==> src/id_pkg.sv <==
`default_nettype none

package id_pkg;

  typedef logic [31:0] word_t;
  typedef logic [4:0]  reg_addr_t;

  localparam reg_addr_t LINK_REG = 5'd31;
  localparam reg_addr_t NOP_REG  = 5'd0;

  localparam word_t PC_LINK_OFFSET = 32'd8;
  localparam word_t PC_NEXT_OFFSET = 32'd4;

  // instruction field positions
  localparam int OPCODE_LSB       = 26;
  localparam int RS_LSB           = 21;
  localparam int RT_LSB           = 16;
  localparam int RD_LSB           = 11;
  localparam int SHAMT_LSB        = 6;
  localparam int IMM_WIDTH        = 16;
  localparam int JUMP_INDEX_WIDTH = 26;

  typedef enum logic [5:0] {
    OP_SPECIAL = 6'b000000, OP_REGIMM = 6'b000001, OP_J     = 6'b000010,
    OP_JAL     = 6'b000011, OP_BEQ    = 6'b000100, OP_BNE   = 6'b000101,
    OP_BLEZ    = 6'b000110, OP_BGTZ   = 6'b000111, OP_ADDI  = 6'b001000,
    OP_ADDIU   = 6'b001001, OP_ANDI   = 6'b001100, OP_ORI   = 6'b001101,
    OP_XORI    = 6'b001110, OP_LUI    = 6'b001111, OP_LW    = 6'b100011,
    OP_SW      = 6'b101011
  } opcode_e;

  typedef enum logic [5:0] {
    FN_SLL  = 6'b000000, FN_SRL  = 6'b000010, FN_SRA  = 6'b000011,
    FN_SLLV = 6'b000100, FN_SRLV = 6'b000110, FN_SRAV = 6'b000111,
    FN_JR   = 6'b001000, FN_JALR = 6'b001001, FN_ADD  = 6'b100000,
    FN_ADDU = 6'b100001, FN_SUB  = 6'b100010, FN_AND  = 6'b100100,
    FN_OR   = 6'b100101, FN_XOR  = 6'b100110, FN_SLT  = 6'b101010
  } funct_e;

  typedef enum logic [4:0] {
    RI_BLTZ = 5'b00000,
    RI_BGEZ = 5'b00001
  } regimm_e;

  typedef enum logic [7:0] {
    ALU_NOP  = 8'b00000000, ALU_AND   = 8'b00100100, ALU_OR   = 8'b00100101,
    ALU_XOR  = 8'b00100110, ALU_SLL   = 8'b01111100, ALU_SRL  = 8'b00000010,
    ALU_SRA  = 8'b00000011, ALU_SLT   = 8'b00101010, ALU_ADD  = 8'b00100000,
    ALU_ADDU = 8'b00100001, ALU_SUB   = 8'b00100010, ALU_ADDI = 8'b01010101,
    ALU_ADDIU = 8'b01010110, ALU_J    = 8'b01001111, ALU_JAL  = 8'b01010000,
    ALU_JALR = 8'b00001001, ALU_JR    = 8'b00001000, ALU_BEQ  = 8'b01010001,
    ALU_BGEZ = 8'b01000001, ALU_BGTZ  = 8'b01010100, ALU_BLEZ = 8'b01010011,
    ALU_BLTZ = 8'b01000000, ALU_BNE   = 8'b01010010, ALU_LW   = 8'b11100011,
    ALU_SW   = 8'b11101011
  } aluop_e;

  typedef enum logic [2:0] {
    SEL_NOP = 3'b000, SEL_LOGIC = 3'b001, SEL_SHIFT = 3'b010,
    SEL_ARITH = 3'b100, SEL_JB = 3'b110, SEL_LDST = 3'b111
  } alusel_e;

  typedef enum logic [3:0] {
    BR_NONE, BR_J, BR_JAL, BR_JR, BR_JALR, BR_BEQ,
    BR_BNE, BR_BGTZ, BR_BLEZ, BR_BGEZ, BR_BLTZ
  } br_kind_e;

  typedef struct packed {
    logic      re1;
    logic      re2;
    reg_addr_t addr1;
    reg_addr_t addr2;
  } rf_read_t;

  typedef struct packed {
    logic      wreg;
    reg_addr_t wd;
    word_t     wdata;
  } fwd_t;

  typedef struct packed {
    fwd_t   fwd;
    aluop_e aluop;  // lets decode spot a load in execute
  } ex_fwd_t;

  typedef struct packed {
    logic  flag;
    word_t target;
  } branch_t;

  // decoder control fields, shared by decoder and top level
  typedef struct packed {
    aluop_e    aluop;
    alusel_e   alusel;
    reg_addr_t wd;
    logic      wreg;
  } dec_t;

  typedef struct packed {
    aluop_e    aluop;
    alusel_e   alusel;
    word_t     reg1;
    word_t     reg2;
    reg_addr_t wd;
    logic      wreg;
    word_t     link_addr;
    logic      in_delayslot;
    word_t     inst;  // store offset travels on in here
  } ex_ctrl_t;

endpackage

`default_nettype wire

==> src/branch_unit.sv <==
`timescale 1ns/1ns
`default_nettype none

module branch_unit (
  input  id_pkg::br_kind_e br_kind_i,
  input  id_pkg::word_t    pc_i,
  input  id_pkg::word_t    inst_i,
  input  id_pkg::word_t    reg1_i,
  input  id_pkg::word_t    reg2_i,
  output id_pkg::branch_t  branch_o,
  output id_pkg::word_t    link_addr_o,
  output logic             next_in_delayslot_o
);
  import id_pkg::*;

  word_t pc_plus_4;
  word_t pc_plus_8;
  word_t jump_target;
  word_t rel_target;
  word_t offset;
  logic  taken;

  assign pc_plus_4   = pc_i + PC_NEXT_OFFSET;
  assign pc_plus_8   = pc_i + PC_LINK_OFFSET;
  assign offset      = {{(32 - IMM_WIDTH - 2){inst_i[IMM_WIDTH-1]}},
                        inst_i[IMM_WIDTH-1:0], 2'b00};
  assign jump_target = {pc_plus_4[31:28], inst_i[JUMP_INDEX_WIDTH-1:0], 2'b00};
  assign rel_target  = pc_plus_4 + offset;

  always_comb begin
    taken           = 1'b0;
    branch_o.target = '0;
    case (br_kind_i)
      BR_J, BR_JAL: begin
        taken           = 1'b1;
        branch_o.target = jump_target;
      end
      BR_JR, BR_JALR: begin
        taken           = 1'b1;
        branch_o.target = reg1_i;
      end
      BR_BEQ:  taken = (reg1_i == reg2_i);
      BR_BNE:  taken = (reg1_i != reg2_i);
      BR_BGTZ: taken = !reg1_i[31] && (reg1_i != '0);
      BR_BLEZ: taken = reg1_i[31] || (reg1_i == '0);
      BR_BGEZ: taken = !reg1_i[31];
      BR_BLTZ: taken = reg1_i[31];
      default: ;
    endcase
    if (taken && !(br_kind_i inside {BR_J, BR_JAL, BR_JR, BR_JALR})) begin
      branch_o.target = rel_target;  // conditional branch, pc relative
    end
  end

  assign branch_o.flag       = taken;
  assign next_in_delayslot_o = taken;  // instruction after a taken branch is the slot
  assign link_addr_o = (br_kind_i inside {BR_JAL, BR_JALR}) ? pc_plus_8 : '0;

endmodule

`default_nettype wire

==> src/id_ex_reg.sv <==
`timescale 1ns/1ns
`default_nettype none

module id_ex_reg (
  input  logic             clk_i,
  input  logic             rst_i,
  input  logic             stall_i,
  input  id_pkg::ex_ctrl_t ctrl_i,
  output id_pkg::ex_ctrl_t ctrl_o
);
  import id_pkg::*;

  logic bubble;

  assign bubble = rst_i || stall_i;

  // control fields, cleared into a bubble
  always_ff @(posedge clk_i) begin
    if (bubble) begin
      ctrl_o.aluop        <= ALU_NOP;
      ctrl_o.alusel       <= SEL_NOP;
      ctrl_o.wreg         <= 1'b0;
      ctrl_o.in_delayslot <= 1'b0;
    end else begin
      ctrl_o.aluop        <= ctrl_i.aluop;
      ctrl_o.alusel       <= ctrl_i.alusel;
      ctrl_o.wreg         <= ctrl_i.wreg;
      ctrl_o.in_delayslot <= ctrl_i.in_delayslot;
    end
  end

  // payload, meaningless under a bubble
  always_ff @(posedge clk_i) begin
    ctrl_o.reg1      <= ctrl_i.reg1;
    ctrl_o.reg2      <= ctrl_i.reg2;
    ctrl_o.wd        <= ctrl_i.wd;
    ctrl_o.link_addr <= ctrl_i.link_addr;
    ctrl_o.inst      <= ctrl_i.inst;
  end

endmodule

`default_nettype wire

==> src/id_stage.sv <==
`timescale 1ns/1ns
`default_nettype none

module id_stage (
  input  logic                clk_i,
  input  logic                rst_i,
  input  id_pkg::word_t       pc_i,
  input  id_pkg::word_t       inst_i,
  input  id_pkg::word_t [1:0] rf_data_i,
  input  id_pkg::ex_fwd_t     ex_fwd_i,
  input  id_pkg::fwd_t        mem_fwd_i,
  input  logic                in_delayslot_i,
  output id_pkg::rf_read_t    rf_read_o,
  output logic                stall_o,
  output id_pkg::branch_t     branch_o,
  output logic                next_in_delayslot_o,
  output id_pkg::ex_ctrl_t    ex_o
);
  import id_pkg::*;

  dec_t     dec;
  word_t    imm;
  br_kind_e br_kind;
  word_t    reg1;
  word_t    reg2;
  word_t    link_addr;
  ex_ctrl_t ex_ctrl;

  inst_decoder u_dec (
    .inst_i    (inst_i),
    .dec_o     (dec),
    .rf_read_o (rf_read_o),
    .imm_o     (imm),
    .br_kind_o (br_kind)
  );

  operand_select u_opsel (
    .rf_read_i (rf_read_o),
    .imm_i     (imm),
    .rf_data_i (rf_data_i),
    .ex_fwd_i  (ex_fwd_i),
    .mem_fwd_i (mem_fwd_i),
    .reg1_o    (reg1),
    .reg2_o    (reg2),
    .stall_o   (stall_o)
  );

  branch_unit u_br (
    .br_kind_i           (br_kind),
    .pc_i                (pc_i),
    .inst_i              (inst_i),
    .reg1_i              (reg1),
    .reg2_i              (reg2),
    .branch_o            (branch_o),
    .link_addr_o         (link_addr),
    .next_in_delayslot_o (next_in_delayslot_o)
  );

  assign ex_ctrl = '{aluop: dec.aluop, alusel: dec.alusel, reg1: reg1, reg2: reg2,
                     wd: dec.wd, wreg: dec.wreg, link_addr: link_addr,
                     in_delayslot: in_delayslot_i, inst: inst_i};

  id_ex_reg u_idex (
    .clk_i   (clk_i),
    .rst_i   (rst_i),
    .stall_i (stall_o),
    .ctrl_i  (ex_ctrl),
    .ctrl_o  (ex_o)
  );

endmodule

`default_nettype wire

==> src/inst_decoder.sv <==
`timescale 1ns/1ns
`default_nettype none

module inst_decoder (
  input  id_pkg::word_t    inst_i,
  output id_pkg::dec_t     dec_o,
  output id_pkg::rf_read_t rf_read_o,
  output id_pkg::word_t    imm_o,
  output id_pkg::br_kind_e br_kind_o
);
  import id_pkg::*;

  opcode_e              opcode;
  funct_e               funct;
  regimm_e              rt_sel;
  reg_addr_t            rs;
  reg_addr_t            rt;
  reg_addr_t            rd;
  logic [4:0]           shamt;
  logic [IMM_WIDTH-1:0] imm16;
  logic                 imm_type;

  assign opcode = opcode_e'(inst_i[OPCODE_LSB +: 6]);
  assign funct  = funct_e'(inst_i[5:0]);
  assign rt_sel = regimm_e'(inst_i[RT_LSB +: 5]);
  assign rs     = inst_i[RS_LSB +: 5];
  assign rt     = inst_i[RT_LSB +: 5];
  assign rd     = inst_i[RD_LSB +: 5];
  assign shamt  = inst_i[SHAMT_LSB +: 5];
  assign imm16  = inst_i[IMM_WIDTH-1:0];

  always_comb begin
    dec_o     = '{aluop: ALU_NOP, alusel: SEL_NOP, wd: NOP_REG, wreg: 1'b0};
    rf_read_o = '{re1: 1'b0, re2: 1'b0, addr1: rs, addr2: rt};
    imm_o     = '0;
    br_kind_o = BR_NONE;
    imm_type  = 1'b0;
    case (opcode)
      OP_SPECIAL: begin
        if (shamt == 5'd0) begin  // register forms need shamt zero
          case (funct)
            FN_OR:   {dec_o.aluop, dec_o.alusel} = {ALU_OR, SEL_LOGIC};
            FN_AND:  {dec_o.aluop, dec_o.alusel} = {ALU_AND, SEL_LOGIC};
            FN_XOR:  {dec_o.aluop, dec_o.alusel} = {ALU_XOR, SEL_LOGIC};
            FN_SLLV: {dec_o.aluop, dec_o.alusel} = {ALU_SLL, SEL_SHIFT};
            FN_SRLV: {dec_o.aluop, dec_o.alusel} = {ALU_SRL, SEL_SHIFT};
            FN_SRAV: {dec_o.aluop, dec_o.alusel} = {ALU_SRA, SEL_SHIFT};
            FN_SLT:  {dec_o.aluop, dec_o.alusel} = {ALU_SLT, SEL_ARITH};
            FN_ADD:  {dec_o.aluop, dec_o.alusel} = {ALU_ADD, SEL_ARITH};
            FN_ADDU: {dec_o.aluop, dec_o.alusel} = {ALU_ADDU, SEL_ARITH};
            FN_SUB:  {dec_o.aluop, dec_o.alusel} = {ALU_SUB, SEL_ARITH};
            FN_JR: begin
              {dec_o.aluop, dec_o.alusel} = {ALU_JR, SEL_JB};
              rf_read_o.re1 = 1'b1;
              br_kind_o     = BR_JR;
            end
            FN_JALR: begin
              {dec_o.aluop, dec_o.alusel} = {ALU_JALR, SEL_JB};
              dec_o.wd      = rd;
              dec_o.wreg    = 1'b1;
              rf_read_o.re1 = 1'b1;
              br_kind_o     = BR_JALR;
            end
            default: ;
          endcase
          if (dec_o.alusel inside {SEL_LOGIC, SEL_SHIFT, SEL_ARITH}) begin  // three-reg ops
            dec_o.wd      = rd;
            dec_o.wreg    = 1'b1;
            rf_read_o.re1 = 1'b1;
            rf_read_o.re2 = 1'b1;
          end
        end
      end
      OP_ORI, OP_ANDI, OP_XORI: begin
        imm_type    = 1'b1;
        dec_o.alusel = SEL_LOGIC;
        imm_o       = {16'h0, imm16};  // zero-extend
        case (opcode)
          OP_ORI:  dec_o.aluop = ALU_OR;
          OP_ANDI: dec_o.aluop = ALU_AND;
          default: dec_o.aluop = ALU_XOR;
        endcase
      end
      OP_LUI: begin
        imm_type     = 1'b1;
        dec_o.aluop  = ALU_OR;
        dec_o.alusel = SEL_LOGIC;
        imm_o        = {imm16, 16'h0};
      end
      OP_ADDI, OP_ADDIU: begin
        imm_type     = 1'b1;
        dec_o.aluop  = (opcode == OP_ADDI) ? ALU_ADDI : ALU_ADDIU;
        dec_o.alusel = SEL_ARITH;
        imm_o        = {{(32 - IMM_WIDTH){imm16[IMM_WIDTH-1]}}, imm16};
      end
      OP_J: begin
        {dec_o.aluop, dec_o.alusel} = {ALU_J, SEL_JB};
        br_kind_o = BR_J;
      end
      OP_JAL: begin
        {dec_o.aluop, dec_o.alusel} = {ALU_JAL, SEL_JB};
        dec_o.wd   = LINK_REG;
        dec_o.wreg = 1'b1;
        br_kind_o  = BR_JAL;
      end
      OP_BEQ, OP_BNE: begin
        dec_o.alusel  = SEL_JB;
        dec_o.aluop   = (opcode == OP_BEQ) ? ALU_BEQ : ALU_BNE;
        br_kind_o     = (opcode == OP_BEQ) ? BR_BEQ : BR_BNE;
        rf_read_o.re1 = 1'b1;
        rf_read_o.re2 = 1'b1;
      end
      OP_BGTZ, OP_BLEZ: begin
        dec_o.alusel  = SEL_JB;
        dec_o.aluop   = (opcode == OP_BGTZ) ? ALU_BGTZ : ALU_BLEZ;
        br_kind_o     = (opcode == OP_BGTZ) ? BR_BGTZ : BR_BLEZ;
        rf_read_o.re1 = 1'b1;
      end
      OP_REGIMM: begin
        if (rt_sel inside {RI_BGEZ, RI_BLTZ}) begin
          dec_o.alusel  = SEL_JB;
          dec_o.aluop   = (rt_sel == RI_BGEZ) ? ALU_BGEZ : ALU_BLTZ;
          br_kind_o     = (rt_sel == RI_BGEZ) ? BR_BGEZ : BR_BLTZ;
          rf_read_o.re1 = 1'b1;
        end
      end
      OP_LW: begin
        {dec_o.aluop, dec_o.alusel} = {ALU_LW, SEL_LDST};
        dec_o.wd      = rt;
        dec_o.wreg    = 1'b1;
        rf_read_o.re1 = 1'b1;
      end
      OP_SW: begin
        {dec_o.aluop, dec_o.alusel} = {ALU_SW, SEL_LDST};
        rf_read_o.re1 = 1'b1;
        rf_read_o.re2 = 1'b1;
      end
      default: ;
    endcase

    if (imm_type) begin  // rt is the target, rs the only source
      dec_o.wd      = rt;
      dec_o.wreg    = 1'b1;
      rf_read_o.re1 = 1'b1;
    end

    // constant shifts, shamt comes in as operand 1
    if (inst_i[31:RS_LSB] == '0 && funct inside {FN_SLL, FN_SRL, FN_SRA}) begin
      dec_o.alusel  = SEL_SHIFT;
      dec_o.wd      = rd;
      dec_o.wreg    = 1'b1;
      rf_read_o.re1 = 1'b0;
      rf_read_o.re2 = 1'b1;
      imm_o         = {27'd0, shamt};
      case (funct)
        FN_SLL:  dec_o.aluop = ALU_SLL;
        FN_SRL:  dec_o.aluop = ALU_SRL;
        default: dec_o.aluop = ALU_SRA;
      endcase
    end
  end

endmodule

`default_nettype wire

==> src/operand_select.sv <==
`timescale 1ns/1ns
`default_nettype none

module operand_select (
  input  id_pkg::rf_read_t    rf_read_i,
  input  id_pkg::word_t       imm_i,
  input  id_pkg::word_t [1:0] rf_data_i,
  input  id_pkg::ex_fwd_t     ex_fwd_i,
  input  id_pkg::fwd_t        mem_fwd_i,
  output id_pkg::word_t       reg1_o,
  output id_pkg::word_t       reg2_o,
  output logic                stall_o
);
  import id_pkg::*;

  logic ex_is_load;
  logic hit1;
  logic hit2;

  // youngest writer wins
  function automatic word_t pick(input logic re, input reg_addr_t addr,
                                 input word_t rf_data);
    word_t val;
    if (!re) begin
      val = imm_i;
    end else if (ex_fwd_i.fwd.wreg && ex_fwd_i.fwd.wd == addr) begin
      val = ex_fwd_i.fwd.wdata;
    end else if (mem_fwd_i.wreg && mem_fwd_i.wd == addr) begin
      val = mem_fwd_i.wdata;
    end else begin
      val = rf_data;
    end
    return val;
  endfunction

  assign reg1_o = pick(rf_read_i.re1, rf_read_i.addr1, rf_data_i[0]);
  assign reg2_o = pick(rf_read_i.re2, rf_read_i.addr2, rf_data_i[1]);

  // load data not ready until mem
  assign ex_is_load = (ex_fwd_i.aluop == ALU_LW) && ex_fwd_i.fwd.wreg;
  assign hit1       = rf_read_i.re1 && (ex_fwd_i.fwd.wd == rf_read_i.addr1);
  assign hit2       = rf_read_i.re2 && (ex_fwd_i.fwd.wd == rf_read_i.addr2);
  assign stall_o    = ex_is_load && (hit1 || hit2);

endmodule

`default_nettype wire

==> config.mk <==
export PLATFORM = sky130hd
export DESIGN_NAME = id_stage
export DESIGN_NICKNAME = d
export VERILOG_FILES = /design/src/id_pkg.sv /design/src/branch_unit.sv /design/src/id_ex_reg.sv /design/src/id_stage.sv /design/src/inst_decoder.sv /design/src/operand_select.sv
export SDC_FILE = /design/constraint.sdc
export NUM_CORES = 1
export LEC_CHECK = 0
export BUFFER_PORTS_ARGS = -buffer_cell sky130_fd_sc_hd__buf_2
export CAP_MARGIN = 15
export CELL_PAD_IN_SITES_DETAIL_PLACEMENT = 1
export CELL_PAD_IN_SITES_GLOBAL_PLACEMENT = 2
export CORE_UTILIZATION = 31
export DETAILED_ROUTE_END_ITERATION = 8
export GPL_ROUTABILITY_DRIVEN = 0
export PLACE_DENSITY_LB_ADDON = 0.1
export SLEW_MARGIN = 20
export SYNTH_ARGS = -nofsm -noshare
export SYNTH_HDL_FRONTEND = slang
export SYNTH_HIERARCHICAL = 1
export SYNTH_SLANG_ARGS = --single-unit
==> constraint.sdc <==
create_clock -name clk_i -period 15.6 [get_ports clk_i]
set_clock_uncertainty 0.2 [all_clocks]
set_input_delay 1.56 -clock clk_i [delete_from_list [all_inputs] [get_ports clk_i]]
set_output_delay 1.56 -clock clk_i [all_outputs]
set_load 0.05 [all_outputs]
==> results.cfg <==
[setup_path]
path_class = primary input to primary output
critPathCaptureType = primary output
required_ns = 13.84
arrival_ns = 7.63
start_kind = primary input
crit_path_start = inst_i[27]
crit_fanout = 66

[clock_network]
cts-root-buf = clkbuf_16
h-tree-depth = 4
cts.sinks = 146
cts_buffers = 17
cts_hold_buffers = 0
post_cts_resized = 0
cts_setup_buffers = 0
cts_tree = built
clock_path_buffers = 2
clk_pin_slew_ns = 0.06

[floorplanning]
start_util_pct = 31.75
dieArea_um2 = 36480
fp.dieH_um = 191.0
num_rows = 68
ios = 408
fp.coreArea_um2 = 34880
die_x_um = 191.0

[finish]
largest_reg_flops = 146
largest_registers = u_idex/ctrl_o: 146 flops
final_nets = 1902
regMostFlops = u_idex/ctrl_o
post-route-cell-area_um2 = 13890
nFillCells = 4307
syn2layout_area_growth_pct = 25.47
drive_gt1_share_pct = 36.54

[synth]
synth_edf_count = 0
async_reset_ff_share_pct = 0
yosys_warnings = 6
synth_ff_type = dfxtp_1
synth-seq-area-share_pct = 26.39
synthCells = 1316
syn_avg_cell_area_um2 = 8.415
yosys.area.top_type_share_pct = 26.39
synth_nets = 1567
synthTopCellsByArea = dfxtp_1 (26%), xnor2_1 (7.4%), a21bo_2 (5.8%)
synth.distinct_cells = 83
synth.top_cells.by_count = dfxtp_1 (146), xnor2_1 (94), nand2_1 (75), o22ai_1 (71), nor2_1 (70)
ys_ff_latch = 146
yosys.area.top_type = dfxtp_1
syn_area_um2 = 11070
synth_most_common_cell = dfxtp_1

[worst_hold_path]
whs_endpoint = u_idex/ctrl_o[22]$_DFF_P_
min_from = inst_i[22]
min_path_type = primary input to register
whs_path_depth = 1

[global_routing]
grt_pass1_vias = 11960
track_usage_pct = 28.33
antenna_found_initial = 9
overflow = 0
grt_pass1_wl_um = 76510
grt_max_degree = 67

[timing]
setup_viol = 0
max_freq_mhz = 106.5
slew_violations = 0
fin_tns_setup_ns = 0
hold_viol = 0
rsz0062_at_grt = false
tightestPinTransition_ns = 1.239
fin_crit_ns = 9.387
timing.final.crit_share_pct = 60.17
relSlewSlack_pct = 17.09

[drt]
first_iter_violations = 946
firstDrtPassIters = 5
avgViaCountPerCell = 5.553
wl_per_cell_um = 24.67
wirelength_um = 52450
drc = 0
vias = 11810
final_antenna_net_count = 0

[place]
port_buffers = 407
placed_area_um2 = 13290
dp_hpwl_um = 40980

[flow_run]
drv_cap = 0

[power_and_ir_drop]
p_leak_nw = 6.083
powerDensity_nw_per_um2 = 88.04
peakVddDrop_uv = 83.28

[status]
outcome = complete, no violations
-- per-stage QoR --
step	worst slack, ns	cells	util [%]	power [mW]	hold slack, ns
after floorplan	7.158	1316	-	0.6718	1.388
final	6.213	2126	39.83	1.223	1.104
after global placement	6.335	2087	38.08	0.8040	1.545
after detailed placement	6.233	2087	38.08	0.8049	1.558
after CTS	6.192	2119	39.75	1.231	1.077
after global routing	5.908	2123	39.81	1.273	1.088
-- metal layers --
metal  routed length, um  share of wire (%)  GRT usage (%)
met5                   9              0.017              0
met4                1408                2.7          10.98
met3                3185                6.1          5.489
met2               24730                 47          46.45
met1               23110                 44          36.36
-- worst max path at each step --
| stage | depth (start not counted) | slack [ns] | end |
|---|---|---|---|
| after floorplan | 17 | 7.16 | branch_o[25] |
| after global placement | 14 | 6.34 | branch_o[13] |
| after detailed placement | 14 | 6.23 | branch_o[13] |
| after CTS | 14 | 6.19 | branch_o[13] |
| after global routing | 15 | 5.91 | branch_o[13] |
| final | 15 | 6.21 | branch_o[13] |
-- critical path, cell delays in order --
cell,delay (ns)
buf_2,0.20
or4_1,0.63
and4bb_2,0.51
o21ai_0,0.26
nand2_2,0.11
buf_4,0.50
a21bo_2,0.30
o22ai_1,0.57
xnor2_1,0.31
nand4_1,0.16
nor4_1,0.41
nand4_1,0.21
a41oi_4,0.97
o21ai_0,0.48
buf_2,0.34
-- kinds of logic (layout without fill, tap and decap cells) --
family	Yosys count	after routing	synth area share [%]
other	0	7	0
XOR/XNOR	133	133	10.64
adder cells (fa/ha/maj)	36	36	4.135
buffers and inverters	165	513	7.174
AND/OR/NAND/NOR	401	401	20.43
multiplexers	2	2	0.1808
AO/OA/AOI/OAI	433	433	31.05
flip-flops	146	146	26.39
-- final cells by class --
class / instances / area, um^2 / area share [%]
clock buffers: 18 / 439.2 / 3.161
well taps: 455 / 569.3 / 4.097
inverters: 58 / 217.7 / 1.567
repair buffers: 423 / 2157 / 15.52
diodes: 7 / 17.52 / 0.1261
clock inverters: 14 / 142.6 / 1.027
flip-flops and latches: 146 / 2923 / 21.04
multi-input cells: 1005 / 7428 / 53.46
-- cell usage in the layout (no fill, tap or decap), types with 35 or more instances in the layout --
cell / instances
buf_2: 407
o22ai_1: 71
nor2_1: 64
dfxtp_1: 146
nand2_1: 74
xnor2_1: 94
and2_1: 44
ha_1: 35
inv_1: 57
a21bo_2: 64
nor2b_1: 40
o21ai_0: 49
xor2_1: 38
a21oi_1: 51
-- power by group --
| group | leakage (nW) | internal (mW) | switching, mW | total, mW |
|---|---|---|---|---|
| logic | 4.60 | 0.127 | 0.280 | 0.407 |
| registers | 1.20 | 0.389 | 0.00453 | 0.393 |
| clock network | 0.282 | 0.229 | 0.195 | 0.423 |
Note: power is estimated with default switching activity, not from simulation.
